==> src/cpu_pkg.sv <==
////////////////////
// shared definitions for the 16-bit arithmetic datapath
// widths follow the instruction format, opcodes keep their
// fixed encoding, and the stage records travel as packed
// structs between decoder, register bank and execute stage
////////////////////

package cpu_pkg;

	localparam int DATA_W = 16;
	localparam int REG_AW = 3;
	localparam int OPC_W  = 4;
	localparam int IMM_W  = 9;

	// eight general registers
	localparam int NUM_REGS = 1 << REG_AW;

	// bits left over in the register-register format
	localparam int PAD_W = DATA_W - OPC_W - 2 * REG_AW;

	typedef enum logic [OPC_W-1:0] {
		OP_ADD   = 4'b0000,
		OP_SUB   = 4'b0001,
		OP_AND   = 4'b0010,
		OP_OR    = 4'b0011,
		OP_MOVI  = 4'b0100,
		OP_XOR   = 4'b0101,
		OP_MINUS = 4'b1000
	} opcode_e;

	// rd <- rd op rs
	typedef struct packed {
		logic [OPC_W-1:0]  opcode;
		logic [REG_AW-1:0] rd;
		logic [REG_AW-1:0] rs;
		logic [PAD_W-1:0]  unused;
	} alu_fmt_t;

	// rd <- zero-extended constant
	typedef struct packed {
		logic [OPC_W-1:0]  opcode;
		logic [REG_AW-1:0] rd;
		logic [IMM_W-1:0]  imm;
	} imm_fmt_t;

	typedef union packed {
		alu_fmt_t alu;
		imm_fmt_t imm;
	} instr_u;

	typedef struct packed {
		logic              valid;
		opcode_e           op;
		logic [REG_AW-1:0] rd;
		logic [REG_AW-1:0] rs;
		logic [DATA_W-1:0] imm;
	} dec_op_t;

	typedef struct packed {
		logic z;
		logic m;
		logic o;
		logic c;
	} flags_t;

	typedef struct packed {
		logic              en;
		logic [REG_AW-1:0] addr;
		logic [DATA_W-1:0] data;
	} wb_t;

	typedef struct packed {
		logic [REG_AW-1:0] rd;
		logic [DATA_W-1:0] data;
		flags_t            flags;
	} result_t;

endpackage

==> src/instr_decoder.sv <==
////////////////////
// first stage of the datapath
// samples an instruction word on its valid strobe and
// registers one decoded operation record for execute
// opcodes outside the kept set never become valid
////////////////////

`timescale 1ns/1ns

module instr_decoder
	import cpu_pkg::*;
(
	input  logic    Clock,
	input  logic    rst_n_i,
	input  logic    instr_valid_i,
	input  instr_u  instr_i,
	output dec_op_t dec_op_o
);

	logic    known_op;
	dec_op_t dec_next;

	// only the seven arithmetic and move opcodes are executed
	always_comb
	begin
		case (instr_i.alu.opcode)
			OP_ADD,
			OP_SUB,
			OP_AND,
			OP_OR,
			OP_MOVI,
			OP_XOR,
			OP_MINUS:
				known_op = 1'b1;
			default:
				known_op = 1'b0;
		endcase
	end

	always_comb
	begin
		dec_next.valid = instr_valid_i & known_op;
		dec_next.op    = opcode_e'(instr_i.alu.opcode);
		dec_next.rs    = instr_i.alu.rs;
		dec_next.rd    = instr_i.alu.rd;
		dec_next.imm   = {{(DATA_W - IMM_W){1'b0}}, instr_i.imm.imm};
	end

	always_ff @(posedge Clock or negedge rst_n_i)
	begin
		if (!rst_n_i)
		begin
			dec_op_o <= '0;
		end
		else
		begin
			dec_op_o.valid <= dec_next.valid;
			// hold the last record between instructions
			if (dec_next.valid)
			begin
				dec_op_o.op  <= dec_next.op;
				dec_op_o.rd  <= dec_next.rd;
				dec_op_o.rs  <= dec_next.rs;
				dec_op_o.imm <= dec_next.imm;
			end
		end
	end

endmodule

==> src/reg_bank.sv <==
////////////////////
// general register bank, eight 16-bit entries
// two combinational read ports addressed by the decoded
// rd and rs fields, one write port driven by execute
////////////////////

`timescale 1ns/1ns

module reg_bank
	import cpu_pkg::*;
(
	input  logic              Clock,
	input  logic              rst_n_i,
	input  logic [REG_AW-1:0] rd_addr_i,
	input  logic [REG_AW-1:0] rs_addr_i,
	input  wb_t               wb_i,
	output logic [DATA_W-1:0] rd_data_o,
	output logic [DATA_W-1:0] rs_data_o
);

	logic [DATA_W-1:0] regs_q [NUM_REGS];

	// write lands on the retiring edge, so the next
	// instruction already sees the new value
	always_ff @(posedge Clock or negedge rst_n_i)
	begin
		if (!rst_n_i)
		begin
			for (int i = 0; i < NUM_REGS; i++)
			begin
				regs_q[i] <= '0;
			end
		end
		else
		begin
			if (wb_i.en)
			begin
				regs_q[wb_i.addr] <= wb_i.data;
			end
		end
	end

	// read ports
	assign rd_data_o = regs_q[rd_addr_i];
	assign rs_data_o = regs_q[rs_addr_i];

endmodule

==> src/alu_exec.sv <==
////////////////////
// execute stage of the datapath
// computes rd op rs or the move immediate, derives the
// Z M O C flags, writes the register bank and retires
// the result with its flags on the same clock edge
////////////////////

`timescale 1ns/1ns

module alu_exec
	import cpu_pkg::*;
(
	input  logic              Clock,
	input  logic              rst_n_i,
	input  dec_op_t           dec_op_i,
	input  logic [DATA_W-1:0] rd_data_i,
	input  logic [DATA_W-1:0] rs_data_i,
	output wb_t               wb_o,
	output logic              res_valid_o,
	output result_t           res_o
);

	logic              sub_sel;
	logic              carry_sel;
	logic [DATA_W-1:0] b_eff;
	logic [DATA_W-1:0] low_sum;
	logic [1:0]        top_sum;
	logic [DATA_W-1:0] adder_out;
	logic              carry_hi;
	logic              carry_lo;
	logic [DATA_W-1:0] alu_res;
	flags_t            flags_next;

	logic [REG_AW-1:0] res_rd_q;
	logic [DATA_W-1:0] res_data_q;
	flags_t            flags_q;

	// SUB and MINUS both go through a + ~b + 1
	assign sub_sel = (dec_op_i.op == OP_SUB) || (dec_op_i.op == OP_MINUS);

	// carry and overflow are only reported for ADD and SUB
	assign carry_sel = (dec_op_i.op == OP_ADD) || (dec_op_i.op == OP_SUB);

	assign b_eff = sub_sel ? ~rs_data_i : rs_data_i;

	// adder split at bit 14 so both top carries are visible
	always_comb
	begin
		low_sum = {1'b0, rd_data_i[DATA_W-2:0]}
			+ {1'b0, b_eff[DATA_W-2:0]}
			+ {{(DATA_W-1){1'b0}}, sub_sel};
		top_sum = {1'b0, rd_data_i[DATA_W-1]}
			+ {1'b0, b_eff[DATA_W-1]}
			+ {1'b0, low_sum[DATA_W-1]};
		adder_out = {top_sum[0], low_sum[DATA_W-2:0]};
		carry_lo  = low_sum[DATA_W-1];
		carry_hi  = top_sum[1];
	end

	always_comb
	begin
		case (dec_op_i.op)
			OP_ADD,
			OP_SUB,
			OP_MINUS:
				alu_res = adder_out;
			OP_AND:
				alu_res = rd_data_i & rs_data_i;
			OP_OR:
				alu_res = rd_data_i | rs_data_i;
			OP_XOR:
				alu_res = rd_data_i ^ rs_data_i;
			OP_MOVI:
				alu_res = dec_op_i.imm;
			default:
				alu_res = '0;
		endcase
	end

	always_comb
	begin
		flags_next.z = (alu_res == '0);
		flags_next.m = alu_res[DATA_W-1];
		// signed overflow when the two top carries disagree
		flags_next.o = carry_sel & (carry_hi ^ carry_lo);
		flags_next.c = carry_sel & carry_hi;
	end

	// write-back happens on the edge that retires the instruction
	assign wb_o.en   = dec_op_i.valid;
	assign wb_o.addr = dec_op_i.rd;
	assign wb_o.data = alu_res;

	always_ff @(posedge Clock or negedge rst_n_i)
	begin
		if (!rst_n_i)
		begin
			res_valid_o <= 1'b0;
			res_rd_q    <= '0;
			res_data_q  <= '0;
			flags_q     <= '0;
		end
		else
		begin
			res_valid_o <= dec_op_i.valid;
			if (dec_op_i.valid)
			begin
				res_rd_q   <= dec_op_i.rd;
				res_data_q <= alu_res;
				flags_q    <= flags_next;
			end
		end
	end

	// the flag flip-flops are shown directly with the result
	assign res_o.rd    = res_rd_q;
	assign res_o.data  = res_data_q;
	assign res_o.flags = flags_q;

endmodule

==> src/datapath_top.sv <==
////////////////////
// top level of the 16-bit arithmetic datapath
// decoder feeds the register bank read ports and the
// execute stage, which writes back and reports results
// a result pulse follows two edges after the strobe
////////////////////

`timescale 1ns/1ns

module datapath_top
	import cpu_pkg::*;
(
	input  logic    Clock,
	input  logic    rst_n_i,
	input  logic    instr_valid_i,
	input  instr_u  instr_i,
	output logic    res_valid_o,
	output result_t res_o
);

	dec_op_t           dec_op;
	logic [DATA_W-1:0] rd_data;
	logic [DATA_W-1:0] rs_data;
	wb_t               wb;

	instr_decoder u_instr_decoder (
		.Clock         (Clock),
		.rst_n_i       (rst_n_i),
		.instr_valid_i (instr_valid_i),
		.instr_i       (instr_i),
		.dec_op_o      (dec_op)
	);

	// operands are addressed straight from the decoded record
	reg_bank u_reg_bank (
		.Clock     (Clock),
		.rst_n_i   (rst_n_i),
		.rd_addr_i (dec_op.rd),
		.rs_addr_i (dec_op.rs),
		.wb_i      (wb),
		.rd_data_o (rd_data),
		.rs_data_o (rs_data)
	);

	alu_exec u_alu_exec (
		.Clock       (Clock),
		.rst_n_i     (rst_n_i),
		.dec_op_i    (dec_op),
		.rd_data_i   (rd_data),
		.rs_data_i   (rs_data),
		.wb_o        (wb),
		.res_valid_o (res_valid_o),
		.res_o       (res_o)
	);

endmodule

==> config.mk <==
export PLATFORM = sky130hd
export DESIGN_NAME = datapath_top
export DESIGN_NICKNAME = d
export VERILOG_FILES = /design/src/cpu_pkg.sv /design/src/instr_decoder.sv /design/src/reg_bank.sv /design/src/alu_exec.sv /design/src/datapath_top.sv
export SDC_FILE = /design/constraint.sdc
export NUM_CORES = 1
export LEC_CHECK = 0
export ABC_AREA = 0
export BUFFER_PORTS_ARGS = -buffer_cell sky130_fd_sc_hd__clkbuf_2
export CAP_MARGIN = 40
export CORE_UTILIZATION = 45
export CTS_CLUSTER_SIZE = 14
export DETAILED_ROUTE_END_ITERATION = 7
export PLACE_DENSITY = 0.65
export SYNTH_ARGS = -nofsm -noshare
export SYNTH_HDL_FRONTEND = slang
export SYNTH_SLANG_ARGS = --single-unit
==> constraint.sdc <==
create_clock -name Clock -period 8.9 [get_ports Clock]
set_clock_uncertainty 0.05 [all_clocks]
set_input_delay 1.78 -clock Clock [delete_from_list [all_inputs] [get_ports Clock]]
set_output_delay 1.78 -clock Clock [all_outputs]
set_load 0.02 [all_outputs]
==> results.toml <==
[clock_tree]
clockRootBuffer = "clkbuf_16"
cts_resized = 0
cts.sinks = 168
cts_setup_buffers = 0
cts_hold_repair.buffers = 0
clkTransAtPathRegs_ns = 0.06
clk_latency_ns = 0.43
cts_htree_levels = 4
clockBufferDepth = 2
cts_tree = "built"
numCtsBuffers = 17

[yosys]
synth.distinct_cells = 59
synth_edf_count = 0
syn_area_um2 = 9720
syn_nets = 984
synthCells = 917
ys_ff_latch = 168
synth_compound_area_share_pct = 13.4
ys.flop_type = "dfrtp_1"
synth_seq_area_share_pct = 43.2
synthAdderAreaFrac_pct = 6.33
synthXorXnorAreaFrac_pct = 2.43
synthSimpleGateAreaFrac_pct = 10.4
synth_top_family_by_area = "multiplexers"
ys_async_sr_fraction_pct = 100
synth_mux_area_share_pct = 19.9
ys_warn_count = 0
avgSynthCellArea_um2 = 10.6

[worst_setup_path]
required_ns = 9.21
cp.arrival_ns = 6.44
slowest_stage = "dfrtp_2"
crit_chain = "buf_4 -> mux4_2 -> mux2i_1 -> xor2_1 -> ha_1 -> a21o_1 -> a21o_1 -> a31o_2 -> a221oi_4 -> o311a_1 -> o21ai_0 -> fa_1 -> a221oi_1 -> buf_4 -> and4_1 -> and4_1 -> o2111a_1 -> and4_1 -> a41o_1"
cpMostUsedCell = "and4_1"
crit_type = "reg2reg"
critPathMaxFanout = 20
cp-start-kind = "register"
cpLargestDelayFamily = "compound AO/OA/AOI/OAI gates"
max_stage_delay_ns = 0.71
endpoint_kind = "register"
crit_buf_inv = 2

[global_route]
antenna_found_initial = 0
grt_remaining_overflow = 0
met3_usage_pct = 4.04
track_usage_pct = 24.1
busiest_layer = "met2"
grt_pass1_vias = 7300
use_met2_pct = 38.4
grt_max_degree = 76
met1_usage_pct = 34.2
grt_pass1_wl_mm = 40.5

[route]
num_vias = 7181
vias_per_cell = 5.81
drc = 0
drt_pre_antenna_iters = 5
ant_nets = 0
wl_per_cell_um = 20.0
routed_wl_mm = 24.7
drt_iter0_markers = 481

[floorplanning]
die_h_um = 149
die_area_um2 = 22200
io_pins = 43
die_w_um = 149
coreArea_um2 = 21100
rows = 53
initial_core_util_pct = 46.1

[timing]
finalSetupTns_ns = 0
tightest_slew_ns = 0.909
period_needed_ns = 6.13
period_share_pct = 68.8
hold_viol_final = 0
setup_viol = 0
fmax_mhz = 163
max-slew-margin-rel_pct = 39.0
final_max_slew_viol_count = 0
rsz0062_at_grt = "false"

[placement]
dp_cells = 1203
hpwlAfterDp_mm = 16.4
gp_congestion = 0.857
port-buffer-count = 42

[hold_path]
hp-class = "reg2reg"

[final_layout]
drive_above_1_share_pct = 22.4
fin_cells = 1236
diodes = 0
fin_util_pct = 51.9
layout_common_cells = "dfrtp_1, nand2_1, a21oi_1"
area_growth_pct = 12.6
final_common_cell = "dfrtp_1"
layout.nets = 1015

[power_and_ir_drop]
leakagePower_nw = 4.86
peakVddDrop_mv = 0.163
power_per_cell_area_nw_per_um2 = 403

[status]
outcome = "completed"

[job]
drv_cap = 0
[power by group]
| part | switching, mW | internal (mW) | leakage (nW) |
|---|---|---|---|
| Clock | 0.306 | 0.423 | 0.269 |
| Combinational | 1.28 | 1.03 | 2.49 |
| Sequential | 0.275 | 1.09 | 2.11 |
| Total | 1.87 | 2.55 | 4.86 |
[cell usage after synthesis (4+ instances only)]
cell      instances  area, um^2
nor3_1            6        30.0
and4_1            4        35.0
a21o_1            6        45.0
xor2_1           20         175
a22oi_1           8        60.1
buf_1            11        41.3
nor2b_1           4        25.0
o211ai_1          7        52.6
nand2_1         122         458
o21ai_1           6        30.0
nor2_1           81         304
inv_1            42         158
ha_1             46         576
dfrtp_1         168        4200
buf_2             5        25.0
nand4b_1          4        35.0
xnor2_1           7        61.3
mux2_2           23         259
clkbuf_1         48         180
a21oi_1          88         440
o21ai_0          71         355
mux2i_1          18         180
mux4_2           64        1440
a211oi_1          4        30.0
[state kept, by name, indices dropped and copies added (netlist names)]
signal,count
u_reg_bank.regs_q,128
u_instr_decoder.dec_op_o,17
u_alu_exec.res_data_q,15
u_alu_exec.res_o,4
u_alu_exec.res_rd_q,3
u_alu_exec.res_valid_o,1
[worst min-delay path: stages (launching register included)]
cell and delay (ns):
dfrtp_1 0.36, nand2_1 0.05, o21ai_0 0.06
[layer usage]
metal | part of all wire, % | vias up
li1 | - | 3338
met1 | 46 | 3569
met2 | 47 | 247
met3 | 6.3 | 27
met4 | 1.5 | 0
met5 | 0 | -
[area by class of cell]
type | instances | area, um^2
fillers | 1902 | 10100
multi-input cells | 641 | 5150
flip-flops and latches | 168 | 4210
repair buffers | 77 | 510
clock buffers | 26 | 509
well taps | 275 | 344
inverters | 43 | 161
clock inverters | 6 | 65.1
[through the flow]
step	total power, mW	instance area, um^2	hold WS [ns]	worst slack, ns
2_1_floorplan	2.99	9720	0.302	2.76
3_3_place_gp	3.54	10200	0.425	2.88
3_5_place_dp	3.66	10400	0.417	2.77
4_1_cts	4.40	10900	0.446	2.74
5_1_grt	4.74	10900	0.473	2.39
6_report	4.41	10900	0.447	2.77
[path summary, 6_finish.rpt]
path,slack (ns),to,depth (start not counted),from
setup / recovery,2.77,u_alu_exec.res_o[3]$_DFFE_PN0P_,19,u_instr_decoder.dec_op_o[16]$_DFFE_PN0P_
hold / removal,0.45,u_reg_bank.regs_q[30]$_DFFE_PN0P_,2,u_reg_bank.regs_q[30]$_DFFE_PN0P_
setup reg to reg,2.77,u_alu_exec.res_o[3]$_DFFE_PN0P_,19,u_instr_decoder.dec_op_o[16]$_DFFE_PN0P_
hold reg to reg,0.45,u_reg_bank.regs_q[30]$_DFFE_PN0P_,2,u_reg_bank.regs_q[30]$_DFFE_PN0P_
max in group asynchronous,6.08,u_reg_bank.regs_q[91]$_DFFE_PN0P_,3,rst_n_i
min in group asynchronous,1.19,u_instr_decoder.dec_op_o[20]$_DFFE_PN0P_,1,rst_n_i
[cells by family after synthesis]
| group | after synthesis |
|---|---|
| flip-flops | 168 |
| XOR/XNOR | 27 |
| AO/OA/AOI/OAI | 219 |
| adder cells (fa/ha/maj) | 48 |
| multiplexers | 108 |
| AND/OR/NAND/NOR | 239 |
| buffers and inverters | 108 |
Note: power is estimated with default switching activity, not from simulation.
